### config.mk
export PLATFORM = sky130hd
export DESIGN_NAME = hazard_unit
export DESIGN_NICKNAME = d
export VERILOG_FILES = /design/src/core_pkg.sv /design/src/hazard_unit.sv
export SDC_FILE = /design/constraint.sdc
export NUM_CORES = 1
export LEC_CHECK = 0
export BUFFER_PORTS_ARGS = -buffer_cell sky130_fd_sc_hd__buf_2
export CAP_MARGIN = 5
export CORE_AREA = 8 8 45 47
export DETAILED_ROUTE_END_ITERATION = 7
export DIE_AREA = 0 0 53 55
export GPL_TIMING_DRIVEN = 0
export PLACE_DENSITY = 0.73
export SETUP_SLACK_MARGIN = 0.1
export SYNTH_ARGS = -nofsm -noshare
export SYNTH_HDL_FRONTEND = slang
export SYNTH_SLANG_ARGS = --single-unit
### constraint.sdc
create_clock -name vclk -period 1.5
set_clock_uncertainty 0.15 [all_clocks]
set_input_delay 0.075 -clock vclk [all_inputs]
set_output_delay 0.075 -clock vclk [all_outputs]
set_load 0.02 [all_outputs]
### src/core_pkg.sv
package core_pkg;

	localparam int XLEN    = 32;	// Data and register width
	localparam int PC_W    = 12;	// Byte address into instruction memory
	localparam int REG_AW  = 5;		// 32 architectural registers
	localparam int DMEM_AW = 10;	// 1024 data words

	localparam logic [XLEN-1:0] NOP_INST = 32'h0000_0013;	// ADDI x0,x0,0

	// Major opcodes still decoded
	typedef enum logic [6:0] {
		OPC_OP     = 7'b0110011,
		OPC_OP_IMM = 7'b0010011,
		OPC_LUI    = 7'b0110111,
		OPC_LOAD   = 7'b0000011,
		OPC_STORE  = 7'b0100011,
		OPC_BRANCH = 7'b1100011
	} opcode_e;

	typedef enum logic [3:0] {
		ALU_ADD, ALU_SUB, ALU_SLL, ALU_SLT, ALU_SLTU, ALU_XOR,
		ALU_SRL, ALU_SRA, ALU_OR, ALU_AND, ALU_PASS_B
	} alu_op_e;

	// Same encoding as funct3 of the branches
	typedef enum logic [2:0] {
		BR_EQ  = 3'b000,
		BR_NE  = 3'b001,
		BR_LT  = 3'b100,
		BR_GE  = 3'b101,
		BR_LTU = 3'b110,
		BR_GEU = 3'b111
	} br_cond_e;

	typedef enum logic [1:0] {
		FWD_NONE,	// Operand from ID/EXE
		FWD_MEM,	// EXE/MEM ALU value
		FWD_WB		// Writeback value
	} fwd_sel_e;

endpackage
### src/hazard_unit.sv
`timescale 1ns/1ns

module hazard_unit (
	input  logic [core_pkg::REG_AW-1:0]  id_rs1,
	input  logic [core_pkg::REG_AW-1:0]  id_rs2,
	input  logic [core_pkg::REG_AW-1:0]  ex_rs1,
	input  logic [core_pkg::REG_AW-1:0]  ex_rs2,
	input  logic [core_pkg::REG_AW-1:0]  ex_rd,
	input  logic                         ex_is_load,
	input  logic [core_pkg::REG_AW-1:0]  mem_rd,
	input  logic                         mem_wr_en,
	input  logic [core_pkg::REG_AW-1:0]  wb_rd,
	input  logic                         wb_wr_en,
	input  logic                         branch_taken,
	output core_pkg::fwd_sel_e           fwd_a,
	output core_pkg::fwd_sel_e           fwd_b,
	output logic                         stall,
	output logic                         flush
);
	import core_pkg::*;

	logic load_use;

	// Youngest producer first; x0 never forwards
	function automatic fwd_sel_e pick(input logic [REG_AW-1:0] rs,
			input logic [REG_AW-1:0] m_rd, input logic m_we,
			input logic [REG_AW-1:0] w_rd, input logic w_we);
		if (m_we && m_rd != '0 && m_rd == rs)
			pick = FWD_MEM;
		else if (w_we && w_rd != '0 && w_rd == rs)
			pick = FWD_WB;
		else
			pick = FWD_NONE;
	endfunction

	assign fwd_a = pick(ex_rs1, mem_rd, mem_wr_en, wb_rd, wb_wr_en);
	assign fwd_b = pick(ex_rs2, mem_rd, mem_wr_en, wb_rd, wb_wr_en);

	// Load data reaches EXE only from WB
	assign load_use = ex_is_load && ex_rd != '0 && (ex_rd == id_rs1 || ex_rd == id_rs2);

	assign flush = branch_taken;
	assign stall = load_use && !branch_taken;	// Dependent is on the wrong path anyway

endmodule

# Word-level counts from Yosys, hierarchy flattened
# Index checks and enable logic that the tools add are counted.
[word_totals]
ff_bits = 0
inputBits = 39
output_inout_bits = 6
elab_cells = 24
[classes]
n_eq_ne = 6
mux = 4
reduce_logical = 14
[ops]
columns = ["cell", "count"]
rows = [
  ["5-bit equality test", 6],
  ["5-bit nonzero test", 3],
  ["1-bit logical AND", 9],
  ["2-bit two-way mux", 4],
  ["1-bit logical NOT", 1],
  ["1-bit logical OR", 1],
]

# Depth between registers and ports, before layout
[depth]
ltp_word = 5
depth_mapped = 4
depth_no_buf = 4

# Worst setup path before layout
# OpenSTA, ideal clock, no wires.
[synth_timing]
path_kind = "in2out"
startpoint = "input mem_rd[1] in the netlist's numbering"
endpoint = "output fwd_a[1]"
arrival_ns = 1.423
required_ns = 1.275
setup_slack_ns = -0.148
path_stages = 4
n_path_buf = 0
cell_sequence = "or4_1 > o21ai_2 > nor4_1 > nor4_2"
[synth_via]
elab_chain_len = 4
elab_cells_between_ends = 5
classes_between = "eq/ne: 1; mux: 1; reduce/logical: 3"
[synth_lines]
columns = ["element", "line", "rtl"]
rows = [
  ["start, declared", "hazard_unit.sv:10", "input logic [core_pkg::REG_AW-1:0] mem_rd,"],
  ["5-bit nonzero test", "hazard_unit.sv:28", "if (m_we && m_rd != '0 && m_rd == rs)"],
  ["1-bit logical AND", "hazard_unit.sv:28", ""],
  ["1-bit logical AND (*)", "hazard_unit.sv:28", ""],
  ["2-bit two-way mux (*)", "hazard_unit.sv:28", ""],
  ["end, declared", "hazard_unit.sv:15", "output core_pkg::fwd_sel_e fwd_a,"],
]
# Every way passes the cells marked *; elsewhere a longest branch is shown, timed or not.

# Worst setup path in the final report
[layout_timing]
startpoint = "input ex_rs1[3] in the netlist's numbering"
endpoint = "output fwd_a[1]"
[layout_via]
elab_chain_len = 4
elab_cells_between_ends = 6
classes_between = "eq/ne: 2; mux: 2; reduce/logical: 2"
[layout_lines]
columns = ["element", "line", "rtl"]
rows = [
  ["start, declared", "hazard_unit.sv:6", "input logic [core_pkg::REG_AW-1:0] ex_rs1,"],
  ["5-bit equality test", "hazard_unit.sv:30", "else if (w_we && w_rd != '0 && w_rd == rs)"],
  ["1-bit logical AND", "hazard_unit.sv:30", ""],
  ["2-bit two-way mux", "hazard_unit.sv:30", ""],
  ["2-bit two-way mux (*)", "hazard_unit.sv:28", ""],
]
# Marked as above.

==> impl_metrics.json <==
{
  "hold_buffers": 0,
  "synth_nets": 90,
  "synth_top_family_by_area": "XOR/XNOR gates",
  "synth.top_cell.area_share": 0.432,
  "grt_pass1_wl_mm": 2.46,
  "die_width_microns": 53,
  "clkbuf_count": 0,
  "grt_pass1_vias": 597,
  "setup_violations": 2,
  "drc": 0,
  "timing_worst_setup_path_type": "in2out",
  "worst_pin_slew_ps": 294,
  "clock_power_share": 0,
  "cp-end-kind": "primary output",
  "synth-xor-area-share": 0.648,
  "die_h_microns": 55,
  "seq_cells": 0,
  "finalWirelength_mm": 1.61,
  "detailed_place_hpwl_mm": 1.43,
  "grt_antenna_before_repair": 0,
  "seqPwrFrac": 0,
  "synth_fa_ha_area_frac": 0,
  "placed_cell_area_sq_um": 681,
  "drt_first_iter_violations": 1,
  "worst_ep_arrival_time_ps": 1320,
  "fmax_mhz": 649,
  "start_util": 0.293,
  "power_uw": 210,
  "ys_seq_area_frac": 0,
  "coreArea_sq_mm": 0.00138,
  "outcome": "finished, violations left",
  "yosysMostFrequentCell": "xor2_1",
  "avgRoutedWirePerCell_microns": 14.2,
  "post-place-ws_ps": -169,
  "synth.avg_cell_area_sq_um": 7.95,
  "diodes": 0,
  "pwr_density_cell_mw_per_mm2": 269,
  "critPathLaunch": "ex_rs1[3]",
  "synth_area_leaders": "xor2_1, xnor2_1, or4_1, nor4_2, nand3_1",
  "combPwrFrac": 1.000,
  "io_buffers": 45,
  "synth-compound-area-share": 0.0586,
  "grt_use_total": 0.106,
  "place_congestion": 0.835,
  "final-seq-area_sq_um": 0,
  "violations": "negative setup slack",
  "tns_ps": -79.8,
  "num_rows": 14,
  "hold_class": "in2out",
  "dr.pass1.iters": 4,
  "maxSlewHeadroom": 0.803,
  "path_max_fanout": 2,
  "slowest_stage": "or4_4",
  "final_max_slew_viol_count": 0,
  "grt_remaining_overflow": 0,
  "hold_viol": 0,
  "vdd_ir_drop_max_mv": 0.102,
  "layout.nets": 139,
  "cp_slowest_stage_delay_ps": 520,
  "path_cells": "buf_2, xor2_1, or4_4, nor4_4, buf_4",
  "muxShareOfSynthArea": 0,
  "syn_inst": 51,
  "power_leakage_uw": 0.000347,
  "grt_start_max_net_pins": 4,
  "synth_top_cell_by_area": "xor2_1",
  "syn-cell-area_sq_um": 405,
  "crit_path_end": "fwd_a[1]",
  "p_int_uw": 110,
  "layout-drive-gt1-share": 0.571,
  "yosys_warnings": 0,
  "worstPathRequired_ps": 1270,
  "vias": 546,
  "ioPinCount": 45,
  "vias_per_cell": 4.79,
  "syn2layout_area_growth_pct": 92.3,
  "netSwitchingPower_uw": 99.9,
  "worstHoldStart": "branch_taken",
  "dieArea_sq_mm": 0.00292,
  "rsz0062_at_grt": "yes",
  "setup_ws_ps": -40.6,
  "synthTopCellsByCount": "xor2_1, xnor2_1, or4_1",
  "p_sw_frac": 0.476,
  "stdcell_area_sq_um": 779,
  "finalCriticalPeriod_ps": 1540,
  "finalCritPeriodShare": 1.03,
  "synth_cell_types": 13,
  "antenna_left": 0,
  "synthSimpleGateAreaFrac": 0.275,
  "maxCapViolCount": 0,
  "critPathLaunchType": "primary input"
}
layer usage:
layer | GRT usage | up-vias | wire length (microns)
met2 | 0.219 | 38 | 841
met5 | 0 | - | 0
met3 | 0.0348 | 0 | 235
met4 | 0.00431 | 0 | 0
li1 | - | 276 | -
met1 | 0.103 | 232 | 537
cells by family (layout without fill, tap and decap cells):
| logic type | after synthesis | count (layout) |
|---|---|---|
| compound gates | 4 | 4 |
| xor+xnor | 30 | 30 |
| simple gates | 16 | 16 |
| buf+inv | 1 | 48 |
worst max-delay path: cells and delay by family:
| kind | cells | cell delay, ps |
|---|---|---|
| XOR/XNOR | 1 | 150 |
| AND/OR/NAND/NOR | 2 | 800 |
| buffers and inverters | 2 | 300 |
stage by stage:
stage	hold WS (ps)	util	instances
5_1_grt	335	0.563	114
3_5_place_dp	327	0.492	112
3_3_place_gp	331	0.492	112
4_1_cts	328	0.556	113
6_report	324	0.563	114
2_1_floorplan	113	-	51
final cells by class:
type / count / area, sq um
tap: 16 / 20.0
buffer: 1 / 7.51
multi-input combinational: 50 / 464
timing repair buffer: 47 / 288
fill: 120 / 604
layout by cell type (no fill, tap or decap), drive strengths merged:
| master | Yosys | routed |
|---|---|---|
| xor2 | 20 | 20 |
| nand3 | 4 | 4 |
| buf | 1 | 48 |
| nor3 | 2 | 2 |
| a21oi | 1 | 1 |
| or4 | 5 | 5 |
| nor4 | 4 | 4 |
| xnor2 | 10 | 10 |
| o21ai | 3 | 3 |
| nor2b | 1 | 1 |
worst min path at each step:
| stage | to | cells past startpoint | slack, ps |
|---|---|---|---|
| 5_1_grt | flush | 3 | 330 |
| 6_report | flush | 3 | 320 |
| 4_1_cts | flush | 3 | 330 |
| 3_5_place_dp | flush | 3 | 330 |
| 2_1_floorplan | flush | 1 | 110 |
| 3_3_place_gp | flush | 3 | 330 |
what timing repair did:
| item | in CTS | in global routing |
|---|---|---|
| endpoints found under the setup margin | 4 | 4 |
| endpoints found under the hold margin | 0 | 0 |
| setup buffers | 1 | 1 |
| pin swaps | 2 | 1 |
| gates resized for setup | 19 | 1 |
power groups by stage:
stage	clock network [uW]	logic, uW	registers [uW]
floorplan	0	90.2	0
global placement	0	176	0
detailed placement	0	181	0
CTS	0	209	0
global route	0	228	0
finish	0	210	0
(Power assumes the default switching activity.)
