==> src/core_pkg.sv <==
package core_pkg;

	localparam int XLEN    = 32;	// Data and register width
	localparam int PC_W    = 12;	// Byte address into instruction memory
	localparam int REG_AW  = 5;		// 32 architectural registers
	localparam int DMEM_AW = 10;	// 1024 data words

	localparam logic [XLEN-1:0] NOP_INST = 32'h0000_0013;	// ADDI x0,x0,0

	// Major opcodes still decoded
	typedef enum logic [6:0] {
		OPC_OP     = 7'b0110011,
		OPC_OP_IMM = 7'b0010011,
		OPC_LUI    = 7'b0110111,
		OPC_LOAD   = 7'b0000011,
		OPC_STORE  = 7'b0100011,
		OPC_BRANCH = 7'b1100011
	} opcode_e;

	typedef enum logic [3:0] {
		ALU_ADD, ALU_SUB, ALU_SLL, ALU_SLT, ALU_SLTU, ALU_XOR,
		ALU_SRL, ALU_SRA, ALU_OR, ALU_AND, ALU_PASS_B
	} alu_op_e;

	// Same encoding as funct3 of the branches
	typedef enum logic [2:0] {
		BR_EQ  = 3'b000,
		BR_NE  = 3'b001,
		BR_LT  = 3'b100,
		BR_GE  = 3'b101,
		BR_LTU = 3'b110,
		BR_GEU = 3'b111
	} br_cond_e;

	typedef enum logic [1:0] {
		FWD_NONE,	// Operand from ID/EXE
		FWD_MEM,	// EXE/MEM ALU value
		FWD_WB		// Writeback value
	} fwd_sel_e;

endpackage
==> src/fetch_stage.sv <==
`timescale 1ns/1ns

module fetch_stage (
	input  logic                       CLK,
	input  logic                       arst_n,
	input  logic [core_pkg::XLEN-1:0]  inst,			// From external instruction memory
	input  logic                       stall,
	input  logic                       flush,
	input  logic                       branch_taken,
	input  logic [core_pkg::PC_W-1:0]  branch_target,
	output logic [core_pkg::PC_W-1:0]  pc,
	output logic [core_pkg::XLEN-1:0]  id_inst,
	output logic [core_pkg::PC_W-1:0]  id_pc
);
	import core_pkg::*;

	logic [PC_W-1:0] pc_next;

	// Redirect from EXE wins over sequential fetch
	assign pc_next = branch_taken ? branch_target : pc + PC_W'(4);

	always_ff @(posedge CLK or negedge arst_n) begin
		if (!arst_n) begin
			pc      <= '0;
			id_inst <= NOP_INST;	// Pipeline starts empty
		end else begin
			if (!stall)
				pc <= pc_next;		// Hazard unit drops stall on a taken branch
			if (flush)
				id_inst <= NOP_INST;	// Kill wrong-path fetch
			else if (!stall)
				id_inst <= inst;
		end
	end

	always_ff @(posedge CLK) begin
		if (!stall)
			id_pc <= pc;	// Only meaningful alongside a live id_inst
	end

endmodule

==> config.mk <==
export PLATFORM = sky130hd
export DESIGN_NAME = fetch_stage
export DESIGN_NICKNAME = d
export VERILOG_FILES = /design/src/core_pkg.sv /design/src/fetch_stage.sv
export SDC_FILE = /design/constraint.sdc
export NUM_CORES = 1
export LEC_CHECK = 0
export ABC_CLOCK_PERIOD_IN_PS = 3000
export BUFFER_PORTS_ARGS = -buffer_cell sky130_fd_sc_hd__buf_2
export CAP_MARGIN = 20
export CORE_UTILIZATION = 52
export CTS_BUF_LIST = sky130_fd_sc_hd__clkbuf_8
export DETAILED_ROUTE_END_ITERATION = 8
export MAX_ROUTING_LAYER = met4
export PLACE_DENSITY = 0.85
export SLEW_MARGIN = 15
export SYNTH_ARGS = -nofsm -noshare
export SYNTH_HDL_FRONTEND = slang
export SYNTH_SLANG_ARGS = --single-unit
export TNS_END_PERCENT = 5
==> constraint.sdc <==
create_clock -name CLK -period 3 [get_ports CLK]
set_clock_uncertainty 0.1 [all_clocks]
set_input_delay 0.3 -clock CLK [delete_from_list [all_inputs] [get_ports CLK]]
set_output_delay 0.3 -clock CLK [all_outputs]
set_load 0.05 [all_outputs]
# Yosys cells after proc, flatten, opt, wreduce, memory -nomap -nowiden

Index checks and enable logic that the tools add are counted.

Bits in registers: 56
Bits of input ports: 49
Output and inout bits: 56

Add/subtract/negate cells: 1
Equality and inequality tests: 1
Multiplexer cells: 3

Operators by type and width:

| operator                                                                | count |
|---|---|
| 32-bit 2-to-1 mux                                                       | 2 |
| 12-bit by 3-bit adder with 12-bit output, second input constant         | 1 |
| 12-bit 2-to-1 mux                                                       | 1 |
| 2-bit by 1-bit inequality test with 1-bit output, second input constant | 1 |

# Longest topological paths before layout

Gate-level depths: netlist (run 1).

Depth in word-level cells: 2
Gate-level depth with buffers: 5
Depth with buffers taken out: 4

# Worst setup path before layout (run 1)

No wires, ideal clock.

Path kind: reg-to-reg
Start: reg pc[2] (netlist bit)
End: reg pc[8] (netlist bit)
Library setup time: 0.071 ns
Arrival: 1.549 ns
Data required time: 2.829 ns
Setup slack: 1.280 ns
Cell stages (with the launch flop): 5
Buffers on the path: 0
Clock period less this slack: 1.720 ns
Cell sequence: dfrtp_1 -> ha_1 -> and3_2 -> a311o_1 -> nand3_1

Cells in the longest elaborated chain, start to end: 2

RTL lines:

| item                                     | RTL line          | source |
|---|---|---|
| from (decl)                              | fetch_stage.sv:11 | `output logic [core_pkg::PC_W-1:0] pc,` |
| from (signal assigned)                   | fetch_stage.sv:28 | `pc <= pc_next;` |
| 12-bit by 3-bit adder with 12-bit output | fetch_stage.sv:20 | `assign pc_next = branch_taken ? branch_target : pc + PC_W'(4);` |
| 12-bit 2-to-1 mux                        | fetch_stage.sv:20 |  |

No other way between the ends.
A chain may end at the register's enable or synchronous reset.

# Worst setup path after layout (run 1)

Same ends and word-level chain as after synthesis.

==> metrics.md, run 1 <==
| Metric | Value |
|---|---|
| VDD IR max | `0.0002923 V` |
| RR Endpoint | `pc[8]` |
| CTS sink cnt | `56` |
| Crit end category | `register` |
| Clk slew on worst S/H paths | `100 ps` |
| Crit-path cells | `ha_1, and3_2, a311o_1, nand3_1` |
| Fin. Hold Viols | `0` |
| Post-Syn Instances | `195` |
| Status | `finished clean` |
| DRC errors left | `0` |
| Initial antenna violation count | `0` |
| H-tree depth | `2` |
| Sequential area share after synthesis | `0.6105` |
| CP Class | `reg -> reg` |
| Maxcap violations | `0` |
| Post-synth net total | `245` |
| Crit-path slowest cell | `dfrtp_1` |
| Synth unique cells | `34` |
| TritonCTS buffer count | `5` |
| Crit path largest cell delay | `460 ps` |
| Initial DRC count | `147` |
| CTS tree | `yes` |
| Port-buffer cells | `104` |
| Share of layout cells above drive strength 1 | `0.4116` |
| Final cell count without fillers | `346` |
| Worst Tran Pin Value | `957.4 ps` |
| Top Ports | `105` |
| DP HPWL | `3251 µm` |
| Arr. time, crit path | `1740 ps` |
| Syn avg cell area | `12.31 µm²` |
| Clock Latency Late Sink | `310 ps` |
| GPL Wtd Cong | `0.8002` |
| Net count, final | `343` |
| Reg2Reg Depth | `4` |
| Post-synth top flop | `dfrtp_1` |
| Pwr dens | `614.4 mW/mm²` |
| Utilization after layout | `0.6818` |
| Worst reg2reg setup slack | `1400 ps` |
| Slew HR | `0.3618` |
| Vias in the first global route | `1709` |
| Type of the most critical hold path | `in -> async` |
| Pre-antenna DRT Iters | `4` |
| RSZ-0062 raised after global routing | `no` |
| Post-CTS resize count | `0` |
| Synth Register Bits | `56` |
| Tmin final | `1595 ps` |
| Antenna Nets Post-Route | `0` |
| Die span in x | `69.94 µm` |
| Fill cell count | `335` |
| Fmax | `626.9 MHz` |
| Root Driver | `clkbuf_8` |
| Final period utilization | `0.5317` |
| Setup Buffers After CTS | `0` |
| Post-Route WL | `4881 µm` |
| Critical R2R Launch | `pc[2]` |
| CP required | `3150 ps` |
| Yosys warns | `0` |
| Async SR Flop Fraction | `0.7857` |
| Die Height | `69.94 µm` |
| DR vias | `1843` |
| Setup violations, final | `0` |
| Startpoint types | `register` |
| Initial Util | `0.5474` |
| Placed Cells | `338` |
| Gr ovfl total | `0` |
| Lkg Pwr | `1.577 nW` |
| Slew Limit Fails | `0` |
| Total track usage | `0.2123` |
| Layout area overhead | `24.56%` |
| Number of flops mapped to enable cells by yosys | `12` |
| Site Rows | `24` |
| Setup TNS | `0 ps` |
| Die area | `0.004891 mm²` |
| DR vias/cell | `5.327` |
| Top fanout value on the critical path | `8` |
| Clock Tree Buf Depth | `2` |
| Largest net degree at the start of global routing | `45` |
| # diodes | `0` |
| First-pass GRT wire length | `7921 µm` |
| # hold bufs at CTS | `0` |
| Wire length per cell | `14.11 µm` |
| Synth Cell Area | `0.002400 mm²` |
| Core area | `0.004384 mm²` |
==> power breakdown <==
part | switching, mW | internal [mW]
clock network | 0.234 | 0.182
logic | 0.366 | 0.133
registers | 0.0644 | 0.856
total | 0.665 | 1.17
==> worst max path at each step <==
stage / startpoint / slack, ps / endpoint
finish: pc[2] / 1400 / pc[8]
global route: pc[2] / 1350 / pc[8]
CTS: pc[2] / 1400 / pc[8]
detailed placement: stall / 1200 / id_inst[5]
global placement: stall / 1240 / id_inst[0]
floorplan: pc[2] / 1280 / pc[8]
==> stage by stage <==
stage | cell area, µm² | hold slack, ps | power, mW | worst slack (ps)
after floorplan | 2400 | -95.59 | 1.301 | 1280
after global placement | 2899 | 359.8 | 1.422 | 1241
after detailed placement | 2899 | 362.2 | 1.434 | 1196
after CTS | 2989 | 66.17 | 1.844 | 1400
after global routing | 2989 | 108.8 | 1.916 | 1352
final | 2989 | 33.39 | 1.836 | 1405
==> flip-flops by register name, summed over array words and instances (netlist names) <==
name / count
id_pc: 12
id_inst: 32
pc: 12
==> routing by layer <==
metal  up-vias  wire, µm  GRT usage
met2        84      2246     0.3120
met4         0       118    0.08667
met3        12       326    0.04473
met5         -         0          -
met1       863      2190     0.2906
li1        884         -          -
==> cell usage after synthesis (3+ instances only) <==
cell type  instances  area, µm²
dfrtp_1           41       1026
nor2_1            31      116.4
mux2i_1           30      300.3
edfxtp_1          12      360.4
o21ai_0            8      40.04
nand3_1            7      35.03
a22oi_1            5      37.54
inv_1              5      18.77
a211o_1            4      35.03
buf_4              4      30.03
clkbuf_1           4      15.01
nand2_1            4      15.01
nor3_1             4      20.02
buf_6              3      33.78
dfstp_2            3      78.83
mux2_2             3      33.78
nand4_1            3      18.77
nor2b_1            3      18.77
==> layout make-up <==
type,count,area [µm²],area share
Clock buffer,6,82.58,0.02763
Clock inverter,2,7.507,0.002512
Inverter,5,18.77,0.006279
Multi-Input combinational cell,120,822.0,0.2750
Sequential cell,56,1465,0.4902
Tap cell,52,65.06,0.02177
Timing Repair Buffer,105,528.0,0.1766
==> critical path: cells and delay by family (launching register included) <==
family                     cells  cell delay [ps]
DFF                            1              460
AOI/OAI and AO/OA              1              370
and+or+nand+nor                2              340
adders and majority gates      1              260
==> cell families (layout without fill, tap and decap cells) <==
logic type               after synthesis  count (layout)  share of synthesized area
AND/OR/NAND/NOR                       58              58                     0.1137
adder cells (fa/ha/maj)                1               1                   0.005213
buffers and inverters                 19             118                    0.04692
multiplexers                          33              33                     0.1392
AO/OA/AOI/OAI                         28              28                    0.08447
flip-flops                            56              56                     0.6105
==> cell usage in the layout, fill, tap and decap left out, types with 2 or more instances in the layout <==
cell / n
buf_2: 104
dfrtp_1: 41
nor2_1: 31
mux2i_1: 30
edfxtp_1: 12
o21ai_0: 8
inv_1: 7
nand3_1: 7
clkbuf_8: 6
a22oi_1: 5
a211o_1: 4
nor3_1: 4
nand2_1: 4
nor2b_1: 3
mux2_2: 3
nand4_1: 3
dfstp_2: 3
a311o_1: 2
a211o_2: 2
a31oi_1: 2
a21oi_1: 2
No activity file was read; power rests on OpenSTA's default activity.
==> run 2, diff against run 1 <==
Settings changed: ABC_CLOCK_PERIOD_IN_PS 3000 to 1300, CORE_UTILIZATION 52 to 44, PLACE_DENSITY 0.85 to 0.76.
Clock period 3 ns to 1.3 ns, I/O delays scaled along.
==> run 2 against run 1 <==
Against the previous run: the flow now finishes with violations (setup timing); global-route usage up 1.2 points; critical endpoint is now pc[2]; core utilization up 2.9 points; critical path depth down 2.
==> metrics.md, run 2 (same netlist as run 1, synthesis figures left out) <==
| Metric | Value |
|---|---|
| Status | `finished, violations left` |
| Failing checks | `setup timing` |
| Final period utilization | `1.001` |
| Met3 global-route usage | `0.04101` |
| Lkg Pwr | `1.857 nW` |
| Sw power | `1.603 mW` |
| DP HPWL | `3722 µm` |
| Reg2Reg Depth | `4` |
| M1 GR Usage | `0.2713` |
| DR vias/cell | `4.998` |
| Multi-input logic area | `852.1 µm²` |
| Initial antenna violation count | `0` |
| RSZ-0062 raised after global routing | `yes` |
| HP Start | `branch_target[4]` |
| Worst Setup SP | `pc[2]` |
| Maxcap violations | `0` |
| Tmin final | `1302 ps` |
| Worst reg2reg setup slack | `20 ps` |
| Critical R2R Launch | `pc[2]` |
| Post-Route WL | `5980 µm` |
| Worst Hold Path Cells | `3` |
| Total track usage | `0.2247` |
| Most Crowded Layer GR | `met2` |
| Placed cell area | `0.003148 mm²` |
| Clk pwr share | `0.201` |
| Total area of sequential cells | `0.001475 mm²` |
| CP required | `1070 ps` |
| Most common cell after layout, fill and taps aside | `buf_2` |
| Worst Slack Setup Final | `-1.833 ps` |
| Layout area overhead | `53.28%` |
| Fill cell count | `382` |
| Switching Share | `0.3557` |
| Met2 usage | `0.3805` |
| Site Rows | `26` |
| Top fanout value on the critical path | `6` |
| Top Ports | `105` |
| Most frequent cells in the layout | `buf_2, dlygate4sd3_1, dfrtp_1` |
| Clock Latency Late Sink | `310 ps` |
| Hold Crit Endpoint | `pc[4]` |
| Die Height | `75.85 µm` |
| Sequential Power Share | `0.463` |
| Vias in the first global route | `2091` |
| Setup violations, final | `2` |
| Initial DRC count | `109` |
| DR vias | `2104` |
| Root Driver | `clkbuf_8` |
| Crit-path slowest cell | `dfrtp_2` |
| Type of the most critical hold path | `in -> reg` |
| Fin area | `0.003679 mm²` |
| Top reg by flops | `id_inst` |
| # diodes | `0` |
| DP Worst Slack | `-13.86 ps` |
| CTS sink cnt | `56` |
| CTS tree | `yes` |
| RR Endpoint | `pc[8]` |
| Worst Tran Pin Value | `388.8 ps` |
| Share of layout cells above drive strength 1 | `0.4387` |
| TritonCTS buffer count | `5` |
| Largest net degree at the start of global routing | `33` |
| GPL Wtd Cong | `0.7629` |
| Fin. Hold Viols | `0` |
| Clock Tree Buf Depth | `2` |
| CP Class | `reg -> out` |
| Wire length per cell | `14.20 µm` |
| Port-buffer cells | `104` |
| Arr. time, crit path | `1070 ps` |
| Pint | `2.903 mW` |
| Startpoint types | `register` |
| DRC errors left | `0` |
| Crit-path cells | `buf_4, buf_6` |
| Initial Util | `0.4640` |
| Die span in x | `75.85 µm` |
| Logic pwr share | `0.336` |
| Gr ovfl total | `0` |
| Net count, final | `400` |
| Crit end category | `primary output` |
| Setup TNS | `-2.601 ps` |
| Top cell family by delay on the critical path | `flip-flops` |
| H-tree depth | `2` |
| First-pass GRT wire length | `9308 µm` |
| Max reg flops | `32` |
| Worst path bufs/invs | `2` |
| Top flop regs | `id_inst (32), id_pc (12), pc (12)` |
| Slew Limit Fails | `0` |
| Crit path largest cell delay | `450 ps` |
| Core area | `0.005172 mm²` |
| Antenna Nets Post-Route | `0` |
| Fmax | `768.1 MHz` |
| Pwr dens | `1225 mW/mm²` |
| Clk slew on worst S/H paths | `100 ps` |
| Slew HR | `0.7408` |
| Die area | `0.005753 mm²` |
| VDD IR max | `0.0007720 V` |
| Pre-antenna DRT Iters | `4` |
## run 2: cell count changes in the layout (fill, tap and decap cells not counted), sizes merged
| cell | before | now |
|---|---|---|
| dlygate4sd3 | 0 | 36 |
| clkinv | 0 | 1 |
| clkbuf | 6 | 5 |
| buf | 105 | 126 |
## run 2: final cells by class
type	instances	share of cell area
inverters	5	0.005102
clock buffers	5	0.01871
repair buffers	162	0.3163
well taps	70	0.02381
flip-flops and latches	56	0.4010
clock inverters	3	0.003401
multi-input cells	120	0.2316
## run 2: through the flow
stage,total power [mW],hold WS [ps],instances,utilization
floorplan,3.028,-265.6,195,-
global route,4.724,23.65,421,0.7112
CTS,4.482,6.748,421,0.7025
global placement,3.429,-33.78,377,0.6086
detailed placement,3.448,-22.54,377,0.6086
finish,4.506,17.88,421,0.7112
## run 2: worst reg2reg max path, cell delays in order (launching register included)
cell and delay, ps:
dfrtp_2 450, ha_4 170, and3_4 160, a311o_1 260
nand3_1 70
## run 2: how the worst max path moves through the flow
stage                     endpoint  cells after the start  slack (ps)
after detailed placement    pc[11]                      3         -10
after global placement      pc[10]                      4          -2
after CTS                    pc[4]                      2         -30
after floorplan             pc[11]                      4        -170
after global routing         pc[8]                      4         -50
final                        pc[2]                      2          -2
## run 2: power by group through the flow
stage	combinational, mW	clock (mW)	sequential (mW)
after CTS	1.47	0.931	2.08
after floorplan	0.303	0	2.73
final	1.52	0.905	2.08
after detailed placement	1.34	0	2.11
after global routing	1.61	0.999	2.11
after global placement	1.32	0	2.11
## run 2: what timing repair did
action                                  4_1_cts  5_1_grt
pin swaps                                     3        1
hold buffers                                 36        0
buffers inserted                              0        0
resized for setup                            16       12
endpoints found under the setup margin       15       16
endpoints found under the hold margin        79        0
cloned                                        0        0
## run 2: routing by layer
metal	share of wire	wire length [µm]	up-vias
li1	-	-	1002
met1	0.41	2473	1008
met2	0.52	3082	87
met3	0.061	362	7
met4	0.010	61	0
met5	0	0	-
